File: src/isa_pkg.sv
`default_nettype none

package isa_pkg;

  // Field widths of the instruction word
  localparam int OP_W = 3;
  localparam int REG_ADDR_W = 2;

  // Size of the general register file
  localparam int NUM_REGS = 4;

  // ALU operations, same encoding as the decode-and-execute block
  typedef enum logic [OP_W-1:0] {
    OP_ADD  = 3'd0,
    OP_SUB  = 3'd1,
    OP_INC  = 3'd2,
    OP_NOR  = 3'd3,
    OP_NAND = 3'd4,
    OP_DIV4 = 3'd5,
    OP_MUL2 = 3'd6,
    OP_MUL  = 3'd7
  } opcode_e;

  // Index into the general register file
  typedef logic [REG_ADDR_W-1:0] reg_addr_t;

  // Instruction word, opcode in the top bits
  // Destination first, then the two sources
  typedef struct packed {
    opcode_e   op;
    reg_addr_t rd;
    reg_addr_t rs;
    reg_addr_t rt;
  } instr_t;

endpackage

`default_nettype wire

File: src/core_pkg.sv
`default_nettype none

package core_pkg;

  // Datapath width, fixed since the shifters use hard bit positions
  localparam int WORD_W = 4;

  // One register value or ALU result
  typedef logic [WORD_W-1:0] word_t;

  // Controller phases, three per instruction plus the idle wait
  typedef enum logic [1:0] {
    IDLE  = 2'd0,
    FETCH = 2'd1,
    EXEC  = 2'd2,
    WB    = 2'd3
  } ctrl_state_e;

  // Writeback request from the controller to the register file
  typedef struct packed {
    logic              we;
    isa_pkg::reg_addr_t addr;
    word_t             data;
  } wb_t;

endpackage

`default_nettype wire

File: src/alu_exec.sv
`timescale 1ns/1ns
`default_nettype none

module alu_exec (
  input  isa_pkg::opcode_e op,
  input  core_pkg::word_t  rs_val,
  input  core_pkg::word_t  rt_val,
  output core_pkg::word_t  result
);

  // Full width product, only the low word is kept
  logic [2*core_pkg::WORD_W-1:0] prod;

  // One candidate result per operation
  core_pkg::word_t out_add;
  core_pkg::word_t out_sub;
  core_pkg::word_t out_inc;
  core_pkg::word_t out_nor;
  core_pkg::word_t out_nand;
  core_pkg::word_t out_div4;
  core_pkg::word_t out_mul2;
  core_pkg::word_t out_mul;

  // Arithmetic wraps modulo 16, carries are dropped
  assign out_add = rs_val + rt_val;
  assign out_sub = rs_val - rt_val;
  assign out_inc = rs_val + core_pkg::word_t'(1);

  // Bitwise logic on both operands
  assign out_nor  = ~(rs_val | rt_val);
  assign out_nand = ~(rs_val & rt_val);

  // Logical shifts of rs only, zeros shifted in
  assign out_div4 = rs_val >> 2;
  // Top bit of rs falls off
  assign out_mul2 = rs_val << 1;

  assign prod    = rs_val * rt_val;
  assign out_mul = prod[core_pkg::WORD_W-1:0];

  // Opcode decode selects one of the eight results
  always_comb begin
    unique case (op)
      isa_pkg::OP_ADD:  result = out_add;
      isa_pkg::OP_SUB:  result = out_sub;
      isa_pkg::OP_INC:  result = out_inc;
      isa_pkg::OP_NOR:  result = out_nor;
      isa_pkg::OP_NAND: result = out_nand;
      isa_pkg::OP_DIV4: result = out_div4;
      isa_pkg::OP_MUL2: result = out_mul2;
      isa_pkg::OP_MUL:  result = out_mul;
      default:          result = '0;
    endcase
  end

  // Controller always presents a known opcode, from reset or from memory
  always_comb begin
    assert (!$isunknown(op))
      else $error("alu_exec: opcode is unknown");
  end

endmodule

`default_nettype wire

File: src/reg_file.sv
`timescale 1ns/1ns
`default_nettype none

module reg_file (
  input  wire                clk,
  input  wire                rst_n,
  // Host write port, already qualified by not-busy
  input  wire                reg_we,
  input  isa_pkg::reg_addr_t reg_waddr,
  input  core_pkg::word_t    reg_wdata,
  // Writeback from the controller
  input  core_pkg::wb_t      wb,
  // Operand and host read addresses
  input  isa_pkg::reg_addr_t rs_addr,
  input  isa_pkg::reg_addr_t rt_addr,
  input  isa_pkg::reg_addr_t rd_addr,
  output core_pkg::word_t    rs_val,
  output core_pkg::word_t    rt_val,
  output core_pkg::word_t    rd_data
);

  core_pkg::word_t regs [isa_pkg::NUM_REGS];

  // Registers come out of reset as zero
  // Writeback wins over a host write in the same cycle
  always_ff @(posedge clk) begin
    if (!rst_n) begin
      for (int i = 0; i < isa_pkg::NUM_REGS; i++) begin
        regs[i] <= '0;
      end
    end else if (wb.we) begin
      regs[wb.addr] <= wb.data;
    end else if (reg_we) begin
      regs[reg_waddr] <= reg_wdata;
    end
  end

  // All reads are combinational
  assign rs_val  = regs[rs_addr];
  assign rt_val  = regs[rt_addr];
  // Host readback, valid at all times
  assign rd_data = regs[rd_addr];

  // Top blocks host writes while busy, and writeback only happens while busy
  a_no_write_clash: assert property (
    @(posedge clk) disable iff (!rst_n)
    !(reg_we && wb.we)
  ) else $error("reg_file: host write collided with writeback");

endmodule

`default_nettype wire

File: src/instr_mem.sv
`timescale 1ns/1ns
`default_nettype none

module instr_mem #(
  parameter int IMEM_DEPTH = 16
) (
  input  wire                          clk,
  // Host programming port
  input  wire                          we,
  input  wire [$clog2(IMEM_DEPTH)-1:0] waddr,
  input  isa_pkg::instr_t              wdata,
  // Fetch port, one cycle latency
  input  wire [$clog2(IMEM_DEPTH)-1:0] raddr,
  output isa_pkg::instr_t              rdata
);

  isa_pkg::instr_t mem [IMEM_DEPTH];

  // Program words start as zero, which decodes to add r0 = r0 + r0
  initial begin
    for (int i = 0; i < IMEM_DEPTH; i++) begin
      mem[i] = '0;
    end
  end

  // Host write
  always_ff @(posedge clk) begin
    if (we) begin
      mem[waddr] <= wdata;
    end
  end

  // Registered read, address in FETCH gives data in EXEC
  always_ff @(posedge clk) begin
    rdata <= mem[raddr];
  end

endmodule

`default_nettype wire

File: src/cpu_ctrl.sv
`timescale 1ns/1ns
`default_nettype none

module cpu_ctrl #(
  parameter int IMEM_DEPTH = 16
) (
  input  wire                            clk,
  input  wire                            rst_n,
  // Host start with number of instructions to run
  input  wire                            start,
  input  wire [$clog2(IMEM_DEPTH):0]     instr_count,
  // Program memory fetch
  output logic [$clog2(IMEM_DEPTH)-1:0]  imem_raddr,
  input  isa_pkg::instr_t                imem_rdata,
  // Decode to the datapath
  output isa_pkg::opcode_e               op,
  output isa_pkg::reg_addr_t             rs_addr,
  output isa_pkg::reg_addr_t             rt_addr,
  input  core_pkg::word_t                alu_result,
  // Registered writeback request
  output core_pkg::wb_t                  wb,
  output logic                           busy,
  output logic                           done
);

  localparam int PC_W  = $clog2(IMEM_DEPTH);
  // One more bit so a full program count fits
  localparam int CNT_W = PC_W + 1;

  core_pkg::ctrl_state_e state_q;
  core_pkg::ctrl_state_e state_d;

  logic [PC_W-1:0]  pc_q;
  logic [CNT_W-1:0] cnt_q;
  logic [CNT_W-1:0] exec_cnt_q;
  isa_pkg::instr_t  ir_q;
  isa_pkg::instr_t  cur_instr;
  core_pkg::wb_t    wb_q;
  logic             done_q;
  logic             last_instr;
  logic             start_empty;

  // Current instruction comes straight from memory in EXEC
  // Held in the instruction register afterwards so operands stay stable
  assign cur_instr = (state_q == core_pkg::EXEC) ? imem_rdata : ir_q;

  assign op      = cur_instr.op;
  assign rs_addr = cur_instr.rs;
  assign rt_addr = cur_instr.rt;

  // WB of the final instruction ends the run
  assign last_instr  = (exec_cnt_q == cnt_q - CNT_W'(1));
  // Start with a zero count completes without leaving IDLE
  assign start_empty = start && (instr_count == '0);

  always_comb begin
    state_d = state_q;
    case (state_q)
      core_pkg::IDLE: begin
        if (start && !start_empty) begin
          state_d = core_pkg::FETCH;
        end
      end
      core_pkg::FETCH: state_d = core_pkg::EXEC;
      core_pkg::EXEC:  state_d = core_pkg::WB;
      core_pkg::WB:    state_d = last_instr ? core_pkg::IDLE : core_pkg::FETCH;
      default:         state_d = core_pkg::IDLE;
    endcase
  end

  always_ff @(posedge clk) begin
    if (!rst_n) begin
      state_q    <= core_pkg::IDLE;
      pc_q       <= '0;
      cnt_q      <= '0;
      exec_cnt_q <= '0;
      ir_q       <= '0;
      wb_q       <= '0;
      done_q     <= 1'b0;
    end else begin
      state_q <= state_d;
      // Write enable is a single cycle strobe
      wb_q.we <= 1'b0;
      done_q  <= (state_q == core_pkg::IDLE && start_empty) ||
                 (state_q == core_pkg::WB && last_instr);
      case (state_q)
        core_pkg::IDLE: begin
          // Start only counts while idle
          if (start) begin
            cnt_q      <= instr_count;
            pc_q       <= '0;
            exec_cnt_q <= '0;
          end
        end
        core_pkg::EXEC: begin
          ir_q <= imem_rdata;
          // Result is held here and written to the register file during WB
          wb_q <= '{we: 1'b1, addr: imem_rdata.rd, data: alu_result};
        end
        core_pkg::WB: begin
          exec_cnt_q <= exec_cnt_q + CNT_W'(1);
          pc_q       <= pc_q + PC_W'(1);
        end
        default: begin
        end
      endcase
    end
  end

  assign imem_raddr = pc_q;
  assign wb         = wb_q;
  assign busy       = (state_q != core_pkg::IDLE);
  assign done       = done_q;

  a_done_one_cycle: assert property (
    @(posedge clk) disable iff (!rst_n)
    done |=> !done
  ) else $error("cpu_ctrl: done held longer than one cycle");

  // Register file write happens only at the close of WB
  a_wb_in_wb_only: assert property (
    @(posedge clk) disable iff (!rst_n)
    wb.we |-> state_q == core_pkg::WB
  ) else $error("cpu_ctrl: writeback outside WB");

endmodule

`default_nettype wire

File: src/tiny_cpu.sv
`timescale 1ns/1ns
`default_nettype none

module tiny_cpu #(
  parameter int IMEM_DEPTH = 16
) (
  input  wire                          clk,
  input  wire                          rst_n,
  // Program load
  input  wire                          prog_we,
  input  wire [$clog2(IMEM_DEPTH)-1:0] prog_addr,
  input  isa_pkg::instr_t              prog_instr,
  // Register preload
  input  wire                          reg_we,
  input  isa_pkg::reg_addr_t           reg_waddr,
  input  core_pkg::word_t              reg_wdata,
  // Run control
  input  wire                          start,
  input  wire [$clog2(IMEM_DEPTH):0]   instr_count,
  // Register readback
  input  isa_pkg::reg_addr_t           rd_addr,
  output core_pkg::word_t              rd_data,
  output logic                         busy,
  output logic                         done
);

  localparam int PC_W = $clog2(IMEM_DEPTH);

  logic [PC_W-1:0]    imem_raddr;
  isa_pkg::instr_t    imem_rdata;
  isa_pkg::opcode_e   op;
  isa_pkg::reg_addr_t rs_addr;
  isa_pkg::reg_addr_t rt_addr;
  core_pkg::word_t    rs_val;
  core_pkg::word_t    rt_val;
  core_pkg::word_t    alu_result;
  core_pkg::wb_t      wb;

  // Host writes are dropped while a program runs
  logic prog_we_ok;
  logic reg_we_ok;

  assign prog_we_ok = prog_we && !busy;
  assign reg_we_ok  = reg_we && !busy;

  cpu_ctrl #(
    .IMEM_DEPTH(IMEM_DEPTH)
  ) u_ctrl (
    .clk        (clk),
    .rst_n      (rst_n),
    .start      (start),
    .instr_count(instr_count),
    .imem_raddr (imem_raddr),
    .imem_rdata (imem_rdata),
    .op         (op),
    .rs_addr    (rs_addr),
    .rt_addr    (rt_addr),
    .alu_result (alu_result),
    .wb         (wb),
    .busy       (busy),
    .done       (done)
  );

  alu_exec u_alu (
    .op    (op),
    .rs_val(rs_val),
    .rt_val(rt_val),
    .result(alu_result)
  );

  reg_file u_regs (
    .clk      (clk),
    .rst_n    (rst_n),
    .reg_we   (reg_we_ok),
    .reg_waddr(reg_waddr),
    .reg_wdata(reg_wdata),
    .wb       (wb),
    .rs_addr  (rs_addr),
    .rt_addr  (rt_addr),
    .rd_addr  (rd_addr),
    .rs_val   (rs_val),
    .rt_val   (rt_val),
    .rd_data  (rd_data)
  );

  instr_mem #(
    .IMEM_DEPTH(IMEM_DEPTH)
  ) u_imem (
    .clk  (clk),
    .we   (prog_we_ok),
    .waddr(prog_addr),
    .wdata(prog_instr),
    .raddr(imem_raddr),
    .rdata(imem_rdata)
  );

endmodule

`default_nettype wire

File: config.mk
export PLATFORM = sky130hd
export DESIGN_NAME = tiny_cpu
export DESIGN_NICKNAME = d
export VERILOG_FILES = /design/src/isa_pkg.sv /design/src/core_pkg.sv /design/src/alu_exec.sv /design/src/reg_file.sv /design/src/instr_mem.sv /design/src/cpu_ctrl.sv /design/src/tiny_cpu.sv
export SDC_FILE = /design/constraint.sdc
export NUM_CORES = 1
export LEC_CHECK = 0
export ABC_AREA = 1
export BUFFER_PORTS_ARGS = -buffer_cell sky130_fd_sc_hd__buf_4
export CORE_MARGIN = 2
export CORE_UTILIZATION = 30
export CTS_CLUSTER_SIZE = 12
export DETAILED_ROUTE_END_ITERATION = 12
export PLACE_DENSITY = 0.55
export SYNTH_ARGS = -nofsm -noshare
export SYNTH_HDL_FRONTEND = slang
export SYNTH_SLANG_ARGS = --single-unit
File: constraint.sdc
create_clock -name clk -period 3.1 [get_ports clk]
set_input_delay 0.155 -clock clk [delete_from_list [all_inputs] [get_ports clk]]
set_output_delay 0.155 -clock clk [all_outputs]
set_load 0.03 [all_outputs]
==> key figures, run 1 <==
Global routing
  • GRT met3 Usage: 2.399%
  • Vias in the first global route: 6229
  • First-pass GRT wire length: 34500 µm
  • Grt met2 use: 21.96%
  • GRT Resource Usage Total: 14.30%
  • GR peak layer: met2
  • Antenna violations before repair: 0
  • Grt total ovfl: 0
  • GRT met1 Usage: 20.86%
  • Largest net degree at the start of global routing: 74

Floorplanning
  • Die area: 31480 µm²
  • Die H: 177.4 µm
  • Starting Density: 30.45%
  • Std-Cell Rows: 63
  • Boundary Pins: 37
  • Core area: 29640 µm²
  • Die Wd: 177.4 µm

Clock network
  • Clock root buffer: clkbuf_16
  • CTS tree: yes
  • Skew-Pair Late Insertion Delay: 440 ps
  • CTS H-tree lvls: 4
  • Max Buffers Root-to-Sink: 2
  • Clock-pin slew on the worst setup and hold paths: 80 ps
  • Cts bufs inserted: 17
  • CTS Sinks: 200

Synth
  • Number of flops mapped to enable cells by yosys: 160
  • Largest area contributor in the netlist: edfxtp_1
  • Main synth FF type: edfxtp_1
  • Unique cell type count in the Yosys netlist: 44
  • Synth area leaders: edfxtp_1 53%, dfxtp_1 8.9%, nor2_1 5.8%, o21ai_0 5.3%, nand2_1 5.1%
  • Syn Std Cell Area: 9024 µm²
  • Post-synth net total: 933
  • Syn avg cell area: 10.16 µm²
  • Register area share after synthesis: 62.12%
  • Mapped Cells: 888
  • Share of the synthesized area in the top cell type: 53.24%
  • Yosys reg bits: 200
  • Yosys warnings: 0
  • FFs w/ async S/R, synth: 0%

Final layout
  • Antenna fix cells: 0
  • Layout cells sized above 1: 20.00%
  • Area growth syn-to-layout: 22.00%
  • Layout fillers: 2905
  • # nets final: 1012
  • Layout Cells excl Fill: 1370

Pwr
  • Clock Power Share: 23.1%
  • VDD IR max: 397.5 µV
  • Comb pwr share: 42.5%
  • LEAKAGE: 4.044 nW
  • Sw Ratio: 39.29%
  • Flop pwr share: 34.4%
  • Power per Cell Area: 882.5 nW/µm²
  • NetSw: 3.818 mW
  • Total power: 9.716 mW
  • Internal Power: 5.898 mW

STA
  • Worst setup margin: 189.0 ps
  • Final setup viols: 0
  • Least-Margin Pin Slew: 756.8 ps
  • Period minus WS final: 2911 ps
  • Slew Limit Fails: 0
  • Hold Vio Cnt, Final: 0
  • Fmax: 343.5 MHz
  • Worst slew margin: 49.55%
  • Final Cycle Share: 93.90%
  • Layout Skew: 18.31 ps

Critical path
  • Worst Path Arrival: 3240 ps
  • Critical Path Stages: 23
  • Worst path cell trace: inv_2 -> ha_4 -> inv_6 -> buf_6 -> nand2_1 -> o21ai_4 -> buf_4 -> nand3_1 -> nand2_1 -> inv_1 -> nor2_1 -> ha_4 -> ha_4 -> xor2_2 -> nand3b_1 -> nand2_2 -> nand2_2 -> nand2_2 -> nand2_1 -> nand3_1 -> nand3_1 -> nor2_1 -> nor2_1
  • Buf+Inv Stages, Crit Path: 5
  • Crit path kind: reg -> reg
  • Worst setup EP type: flip-flop
  • Worst-path maximum fanout: 5
  • Worst Reg2Reg Path Length in Cells: 23
  • Worst Path Required: 3420 ps
  • Worst path slowest cell: dfxtp_2
  • Delay-heaviest family, CP: simple AND/OR/NAND/NOR gates
  • Worst setup SP type: flip-flop
  • Delay of the slowest critical-path stage: 340 ps

Route
  • Detailed Routing Iterations Pass 1: 6
  • Drt wl/cell: 16.42 µm
  • Total wire length: 22490 µm
  • Vias per std cell: 4.880
  • Vias post-DR: 6685
  • DRC viols: 0
  • DRT antenna net count: 0
  • DR iter-0 viols: 635

Hold path
  • Hold path depth: 3
  • Hold crit path type: in -> reg

Flow run
  • Max Cap Violations: 0

Placement
  • Port-buffer cells: 36
  • Cells after DPL: 1329
  • Dpl hpwl: 14840 µm
  • Gpl congestion: 0.8830
  • Setup WS pre-CTS: -111.8 ps

Outcome
  • Status: finished clean
flip-flops by register name (all words and copies together), names as in the netlist:
signal and flops:
u_imem.mem 144, u_regs.regs 16, u_ctrl.ir_q 9, u_imem.rdata 9, u_ctrl.cnt_q 5, u_ctrl.exec_cnt_q 5, u_ctrl.wb 5, u_ctrl.imem_raddr 4
u_ctrl.state_q 2, u_ctrl.done 1
metrics by stage:
stage / setup TNS [ps] / area (µm²) / hold WS [ps] / util, %
after floorplan: 0 / 9024 / 253.9 / -
after global placement: -54.89 / 10030 / 440.7 / 33.85
after detailed placement: -143.9 / 10030 / 438.8 / 33.85
after CTS: 0 / 10680 / 9.254 / 36.02
after global routing: -56.36 / 11010 / 24.91 / 37.15
final: 0 / 11010 / 26.58 / 37.15
worst min-delay path: cells and delay by family:
kind,cells,cell delay (ps)
buf+inv,1,80
compound gates,2,190
area by class of cell:
class	count	area [µm²]	share of cell area [%]
Clock buffer	17	425.4	3.864
Clock inverter	15	182.7	1.659
Timing Repair Buffer	96	763.2	6.933
Inverter	77	294.0	2.671
Sequential cell	200	5609	50.95
Multi-Input combinational cell	575	3247	29.49
Tap cell	390	488.0	4.432
final timing paths:
check / startpoint / endpoint / slack [ps]
setup / recovery: u_ctrl.state_q[0]$_SDFFE_PN0P_ / u_ctrl.wb[3]$_SDFFE_PN0P_ / 190
hold reg to reg: u_imem.rdata[5]$_DFF_P_ / u_ctrl.ir_q[5]$_SDFFE_PN0P_ / 460
setup reg to reg: u_ctrl.state_q[0]$_SDFFE_PN0P_ / u_ctrl.wb[3]$_SDFFE_PN0P_ / 190
hold / removal: instr_count[3] / u_ctrl.cnt_q[3]$_SDFFE_PN0P_ / 30
power by group through the flow:
stage | registers, mW | clock network, mW | logic [mW]
global route | 3.37 | 2.39 | 4.62
detailed placement | 3.37 | 0 | 3.53
global placement | 3.37 | 0 | 3.51
CTS | 3.31 | 2.30 | 3.57
floorplan | 3.31 | 0 | 2.40
finish | 3.34 | 2.25 | 4.12
what timing repair did:
action	in CTS	in global routing
endpoints found under the hold margin	1	0
setup endpoints to repair	2	3
pin swaps	0	25
resized for setup	5	64
hold buffers	1	0
gates cloned	0	0
setup buffers	0	8
per-layer routing:
| layer | share of wire (%) | routed length [µm] |
|---|---|---|
| met3 | 5.2 | 1162 |
| met4 | 1.1 | 243 |
| met2 | 45 | 10180 |
| met1 | 48 | 10910 |
| met5 | 0 | 0 |
cell families (layout without fill, tap and decap cells):
group                    after synthesis  in the layout  synth area share (%)
adder cells (fa/ha/maj)               14             14                 2.024
AND/OR/NAND/NOR                      355            355                 16.99
XOR/XNOR                               9              9                0.8735
AO/OA/AOI/OAI                        197            197                 13.05
buffers and inverters                113            205                 4.950
flip-flops                           200            200                 62.12
Yosys cell counts, drive strengths merged, types with 2 or more instances:
cell and number:
a211oi 4, a21oi 34, a31oi 2, buf 3, clkbuf 33, clkinv 2, dfxtp 40, edfxtp 160
ha 13, inv 75, nand2 132, nand3 60, nand3b 2, nand4 3, nor2 143, nor3 8
o211ai 10, o21ai 101, o221ai 28, o22ai 15, o31ai 2, or2 3, xnor2 5, xor2 4
placed cells by master, fill, tap and decap left out, types with 3 or more instances in the layout:
cell type,instances
edfxtp_1,160
nor2_1,137
nand2_1,107
o21ai_0,93
buf_4,89
inv_1,68
nand3_1,50
dfxtp_1,37
a21oi_1,33
o221ai_1,28
clkbuf_16,17
o22ai_1,15
nand2_2,14
o211ai_1,10
nand2_4,8
nand3_2,8
nor3_1,7
ha_1,7
inv_2,6
inv_8,6
xnor2_1,5
ha_4,5
nor2_4,4
a211oi_1,4
buf_6,4
nand2_8,3
o21ai_4,3
o21ai_1,3
xor2_1,3
nand4_1,3
clkinv_4,3
inv_12,3
dfxtp_2,3
(Power assumes the default switching activity.)
==> run 2, diff against run 1 <==
Settings changed: CELL_PAD_IN_SITES_DETAIL_PLACEMENT set to 2, CELL_PAD_IN_SITES_GLOBAL_PLACEMENT set to 2, PLACE_DENSITY 0.55 to 0.73, SKIP_LAST_GASP set to 1.
==> key figures, run 2 (same netlist as run 1, synthesis figures left out) <==
STA
  • Post-Route Setup TNS: 0 ps (unchanged)
  • Period minus WS final: 3082 ps (+170.8 ps)
  • Final Cycle Share: 99.41% (+5.5 points)
  • Hold Vio Cnt, Final: 0 (unchanged)
  • Fmax: 324.5 MHz (-5.5%)
  • RSZ-0062 raised after global routing: yes
  • Worst slew margin: 48.94% (-0.61 points)
  • Worst setup margin: 18.22 ps (-170.8 ps)
  • Layout Skew: 18.21 ps (-0.09750 ps)
  • Least-Margin Pin Slew: 766.0 ps (+9.148 ps)
  • Slew Limit Fails: 0 (unchanged)
  • Final setup viols: 0 (unchanged)

Outcome
  • Status: finished clean

Floorplanning
  • Core area: 29640 µm² (unchanged)
  • Die area: 31480 µm² (unchanged)
  • Die Wd: 177.4 µm (unchanged)
  • Die H: 177.4 µm (unchanged)
  • Boundary Pins: 37 (unchanged)
  • Starting Density: 30.45% (unchanged)
  • Std-Cell Rows: 63 (unchanged)

Final layout
  • Biggest regs: u_imem.mem: 144 flops, u_regs.regs: 16 flops
  • Layout cells sized above 1: 22.01% (+2.0 points)
  • Layout fillers: 3207 (+10%)
  • Reg area: 5608 µm² (about the same)
  • Highest-count cells in the layout ignoring fill and taps: 160 x edfxtp_1, 135 x nor2_1, 104 x nand2_1, 104 x buf_4, 93 x o21ai_0
  • Max FFs per register: 144 (unchanged)
  • Most flop-heavy register: u_imem.mem
  • # nets final: 1027 (+1.5%)
  • Area of the multi-input gates: 3268 µm² (+0.66%)
  • Commonest non-fill, non-tap cell in the layout: edfxtp_1
  • Area growth syn-to-layout: 23.79%
  • Antenna fix cells: 0 (unchanged)

Hold path
  • Hold crit path type: in -> reg
  • Hold path depth: 3 (unchanged)

Critical path
  • Worst-path maximum fanout: 6 (+1)
  • Crit path kind: reg -> reg
  • Worst setup EP type: flip-flop
  • Worst Path Required: 3410 ps (about the same)
  • Worst Path Arrival: 3400 ps (+160 ps)
  • Worst Reg2Reg Path Length in Cells: 18 (-22%)
  • Worst setup SP type: flip-flop

Clock network
  • CTS H-tree lvls: 4 (unchanged)
  • Clock-pin slew on the worst setup and hold paths: 90 ps (about the same)
  • Skew-Pair Late Insertion Delay: 450 ps (about the same)
  • CTS tree: yes
  • CTS Sinks: 200 (unchanged)
  • Max Buffers Root-to-Sink: 2 (unchanged)
  • Clock root buffer: clkbuf_16
  • Cts bufs inserted: 17 (unchanged)

Global routing
  • First-pass GRT wire length: 44300 µm (+28%)
  • Largest net degree at the start of global routing: 74 (unchanged)
  • Antenna violations before repair: 0 (unchanged)
  • GRT Resource Usage Total: 18.78% (+4.5 points)
  • Grt total ovfl: 0 (unchanged)
  • Vias in the first global route: 7571 (+22%)

Route
  • Vias post-DR: 7117 (+6.5%)
  • DRT antenna net count: 0 (unchanged)
  • Vias per std cell: 5.139 (+5.3%)
  • DRC viols: 0 (unchanged)
  • Drt wl/cell: 21.37 µm (+30%)
  • Total wire length: 29600 µm (+32%)
  • Detailed Routing Iterations Pass 1: 5 (-1)
  • DR iter-0 viols: 463 (-27%)

Flow run
  • Max Cap Violations: 0 (unchanged)

Pwr
  • VDD IR max: 334.8 µV (-16%)
  • Power per Cell Area: 932.6 nW/µm² (+5.7%)
  • LEAKAGE: 4.114 nW (+1.7%)
  • Total power: 10.42 mW (+7.2%)

Placement
  • Port-buffer cells: 36 (unchanged)
  • Setup WS pre-CTS: -163.7 ps (-51.95 ps)
  • Dpl hpwl: 18900 µm (+27%)
  • Gpl congestion: 0.7895 (-11%)
[run 2: cell types whose count changed in the layout (fill, tap and decap cells not counted), sizes merged]
cell / change
inv: -2
clkinvlp: -1
buf: +14
clkbuf: +1
clkinv: +3
[run 2: path summary, 6_finish.rpt]
kind / from / slack [ps] / to
setup / recovery: u_ctrl.state_q[0]$_SDFFE_PN0P_ / 20 / u_ctrl.wb[2]$_SDFFE_PN0P_
hold / removal: instr_count[3] / 10 / u_ctrl.cnt_q[3]$_SDFFE_PN0P_
setup reg to reg: u_ctrl.state_q[0]$_SDFFE_PN0P_ / 20 / u_ctrl.wb[2]$_SDFFE_PN0P_
hold reg to reg: u_imem.rdata[4]$_DFF_P_ / 500 / u_ctrl.ir_q[4]$_SDFFE_PN0P_
[run 2: through the flow]
step | instance area (µm²) | hold WS [ps] | std cells | utilization (%)
2_1_floorplan | 9024 | 253.9 | 888 | -
3_3_place_gp | 10090 | 439.2 | 1337 | 34.06
3_5_place_dp | 10090 | 445.1 | 1337 | 34.06
4_1_cts | 10760 | 3.783 | 1370 | 36.30
5_1_grt | 11170 | 13.69 | 1385 | 37.69
6_report | 11170 | 12.45 | 1385 | 37.69
[run 2: cell type report]
type                       count  share of cell area, %
sequential                   200                  50.20
clock inverter                15                  1.736
tap                          390                  4.368
inverter                      77                  2.632
timing repair buffer         111                  7.997
multi-input combinational    575                  29.26
clock buffer                  17                  3.808
[run 2: routing by layer]
metal	share of wire [%]	GRT usage [%]	wire length [µm]
met2	51	33.14	15240
met3	3.2	2.935	943
met5	0	0	0
met1	43	23.62	12650
met4	2.6	5.567	762
[run 2: critical path, stage by stage (launching register included)]
cell and delay, ps:
dfxtp_2 340, inv_2 80, ha_4 230, inv_6 70
buf_4 140, buf_4 150, or2_1 260, o21ai_2 90
buf_4 160, nand3_4 110, nand2_1 130, nand2_1 80
a21oi_2 190, ha_4 230, buf_4 130, buf_4 120
xnor2_1 120, o211ai_1 220, a21oi_1 110
[run 2: repair_timing]
| action | in CTS | in global routing |
|---|---|---|
| gates resized for setup | 10 | 66 |
| cloned | 0 | 1 |
| endpoints found under the hold margin | 1 | 0 |
| hold buffers | 1 | 0 |
| endpoints found under the setup margin | 3 | 1 |
| buffers inserted | 0 | 15 |
| pin swaps | 0 | 22 |
[run 2: where the power goes]
| part | leakage [nW] | internal, mW | total [mW] | switching, mW |
|---|---|---|---|---|
| Clock | 0.297 | 1.11 | 2.32 | 1.21 |
| Combinational | 2.02 | 1.85 | 4.74 | 2.89 |
| Sequential | 1.79 | 3.16 | 3.36 | 0.199 |
==> run 3, diff against run 2 <==
==> constraint.sdc (replaced) <==
create_clock -name clk -period 3.1 [get_ports clk]
set_input_delay 0.62 -clock clk [delete_from_list [all_inputs] [get_ports clk]]
set_output_delay 0.62 -clock clk [all_outputs]
set_load 0.03 [all_outputs]
==> key figures, run 3 (same netlist as run 1, synthesis figures left out) <==
Placement
  • Gpl congestion: 0.7901 (about the same)
  • Dpl hpwl: 18660 µm (-1.3%)
  • Port-buffer cells: 36 (unchanged)
  • Cells after DPL: 1335 (-0.15%)
  • Post-DP Area: 10080 µm² (-0.15%)

Final layout
  • Area growth syn-to-layout: 22.38%
  • Max FFs per register: 144 (unchanged)
  • Fin util: 37.26% (-0.43 points)
  • Layout Cells excl Fill: 1375 (-0.72%)
  • Biggest regs: u_imem.mem: 144 flops, u_regs.regs: 16 flops
  • Most flop-heavy register: u_imem.mem
  • Commonest non-fill, non-tap cell in the layout: edfxtp_1
  • Area of the multi-input gates: 3233 µm² (-1.1%)
  • # nets final: 1017 (-0.97%)
  • Layout cells sized above 1: 20.20% (-1.8 points)
  • Final instance area: 11040 µm² (-1.1%)
  • Reg area: 5608 µm² (unchanged)
  • Antenna fix cells: 0 (unchanged)
  • Highest-count cells in the layout ignoring fill and taps: 160 x edfxtp_1, 135 x nor2_1, 108 x nand2_1
  • Layout fillers: 3210 (+0.094%)

Pwr
  • Power per Cell Area: 913.1 nW/µm² (-2.1%)
  • Total power: 10.08 mW (-3.2%)
  • VDD IR max: 429.7 µV (+28%)
  • LEAKAGE: 4.067 nW (-1.1%)

Clock network
  • Skew-Pair Late Insertion Delay: 450 ps (about the same)
  • CTS H-tree lvls: 4 (unchanged)
  • CTS tree: yes
  • CTS Sinks: 200 (unchanged)
  • Max Buffers Root-to-Sink: 2 (unchanged)
  • Clock-pin slew on the worst setup and hold paths: 90 ps (about the same)
  • Clock root buffer: clkbuf_16
  • Cts bufs inserted: 17 (unchanged)

STA
  • Hold Vio Cnt, Final: 0 (unchanged)
  • Final setup viols: 0 (unchanged)
  • Slew Limit Fails: 0 (unchanged)
  • Post-Route Setup TNS: 0 ps (unchanged)
  • Least-Margin Pin Slew: 784.1 ps (+18.13 ps)
  • Fmax: 323.3 MHz (-0.36%)
  • Worst slew margin: 47.73% (-1.2 points)
  • Layout Skew: 13.22 ps (-4.986 ps)
  • RSZ-0062 raised after global routing: yes
  • Period minus WS final: 3093 ps (+11.03 ps)
  • Final Cycle Share: 99.77% (+0.36 points)

Critical path
  • Delay of the slowest critical-path stage: 540 ps (+200 ps)
  • Worst path cell trace: ha_4 -> buf_12 -> nand2_4 -> inv_1 -> nor2_4 -> buf_4 -> nand3_1 -> nand2_4 -> ha_1 -> nand2_1 -> o21ai_0 -> inv_1 -> fa_1 -> nor2_1 -> o31ai_1 -> a21oi_1
  • Worst setup SP type: flip-flop
  • Buf+Inv Stages, Crit Path: 4 (-3)
  • Worst Path Required: 3420 ps (about the same)
  • Crit path kind: reg -> reg
  • Delay-heaviest family, CP: adder cells
  • Worst-path maximum fanout: 6 (unchanged)
  • Worst path slowest cell: fa_1
  • Worst setup EP type: flip-flop
  • Worst Path Arrival: 3420 ps (+20 ps)

Global routing
  • First-pass GRT wire length: 43820 µm (-1.1%)
  • Grt total ovfl: 0 (unchanged)
  • Largest net degree at the start of global routing: 74 (unchanged)
  • Vias in the first global route: 7742 (+2.3%)
  • GRT Resource Usage Total: 18.39% (-0.40 points)
  • Antenna violations before repair: 0 (unchanged)

Route
  • Vias post-DR: 7065 (-0.73%)
  • Drt wl/cell: 20.94 µm (-2.0%)
  • DR iter-0 viols: 492 (+6.3%)
  • Detailed Routing Iterations Pass 1: 4 (-1)
  • DRC viols: 0 (unchanged)
  • DRT antenna net count: 0 (unchanged)
  • Vias per std cell: 5.138 (about the same)
  • Total wire length: 28800 µm (-2.7%)

Flow run
  • Max Cap Violations: 0 (unchanged)

Outcome
  • Status: finished clean

Floorplanning
  • Die H: 177.4 µm (unchanged)
  • Std-Cell Rows: 63 (unchanged)
  • Die area: 31480 µm² (unchanged)
  • Die Wd: 177.4 µm (unchanged)
  • Boundary Pins: 37 (unchanged)
  • Core area: 29640 µm² (unchanged)
  • Starting Density: 30.45% (unchanged)

Hold path
  • Hold crit path type: in -> reg
==> run 3: final cells by class <==
type	instances	area share (%)
Clock buffer	18	3.886
Clock inverter	14	1.586
Inverter	77	2.685
Multi-Input combinational cell	576	29.28
Sequential cell	200	50.78
Tap cell	390	4.419
Timing Repair Buffer	100	7.365
==> run 3: path summary, 6_finish.rpt <==
kind | start | to | slack [ps] | cells after the start
max | u_ctrl.state_q[1]$_SDFFE_PN0P_ | u_ctrl.wb[1]$_SDFFE_PN0P_ | 7 | 16
min reg2reg | u_imem.rdata[4]$_DFF_P_ | u_ctrl.ir_q[4]$_SDFFE_PN0P_ | 490 | 2
max reg2reg | u_ctrl.state_q[1]$_SDFFE_PN0P_ | u_ctrl.wb[1]$_SDFFE_PN0P_ | 7 | 16
min | instr_count[1] | u_ctrl.cnt_q[1]$_SDFFE_PN0P_ | 480 | 3
==> run 3: metal layers <==
metal / share of wire [%] / wire [µm] / up-vias / global-route usage, %
li1: - / - / 3286 / -
met1: 45 / 12880 / 3642 / 23.44
met2: 51 / 14740 / 108 / 32.32
met3: 2.4 / 688 / 29 / 2.656
met4: 1.7 / 488 / 0 / 5.260
met5: 0 / 0 / - / 0
==> run 3: timing repair <==
item	CTS	global route
pin swaps	1	21
hold buffers	0	0
resized for setup	11	56
cloned	0	2
setup endpoints to repair	1	3
buffers inserted	2	4
==> run 3: worst min-delay path: stages <==
cell and delay, ps:
buf_4 80, o21ai_0 70, a21oi_1 110
==> run 3: stage by stage <==
step	hold slack, ps	setup slack (ps)
6_report	478.1	7.186
5_1_grt	488.8	-199.9
4_1_cts	461.4	4.062
3_5_place_dp	454.5	-260.5
3_3_place_gp	441.8	-16.12
2_1_floorplan	430.6	5.816
==> run 3: power by group <==
group	switching, mW	leakage (nW)	total (mW)	internal [mW]
clock network	1.20	0.292	2.30	1.10
logic	2.76	1.98	4.42	1.66
registers	0.199	1.79	3.36	3.16
total	4.15	4.07	10.1	5.93
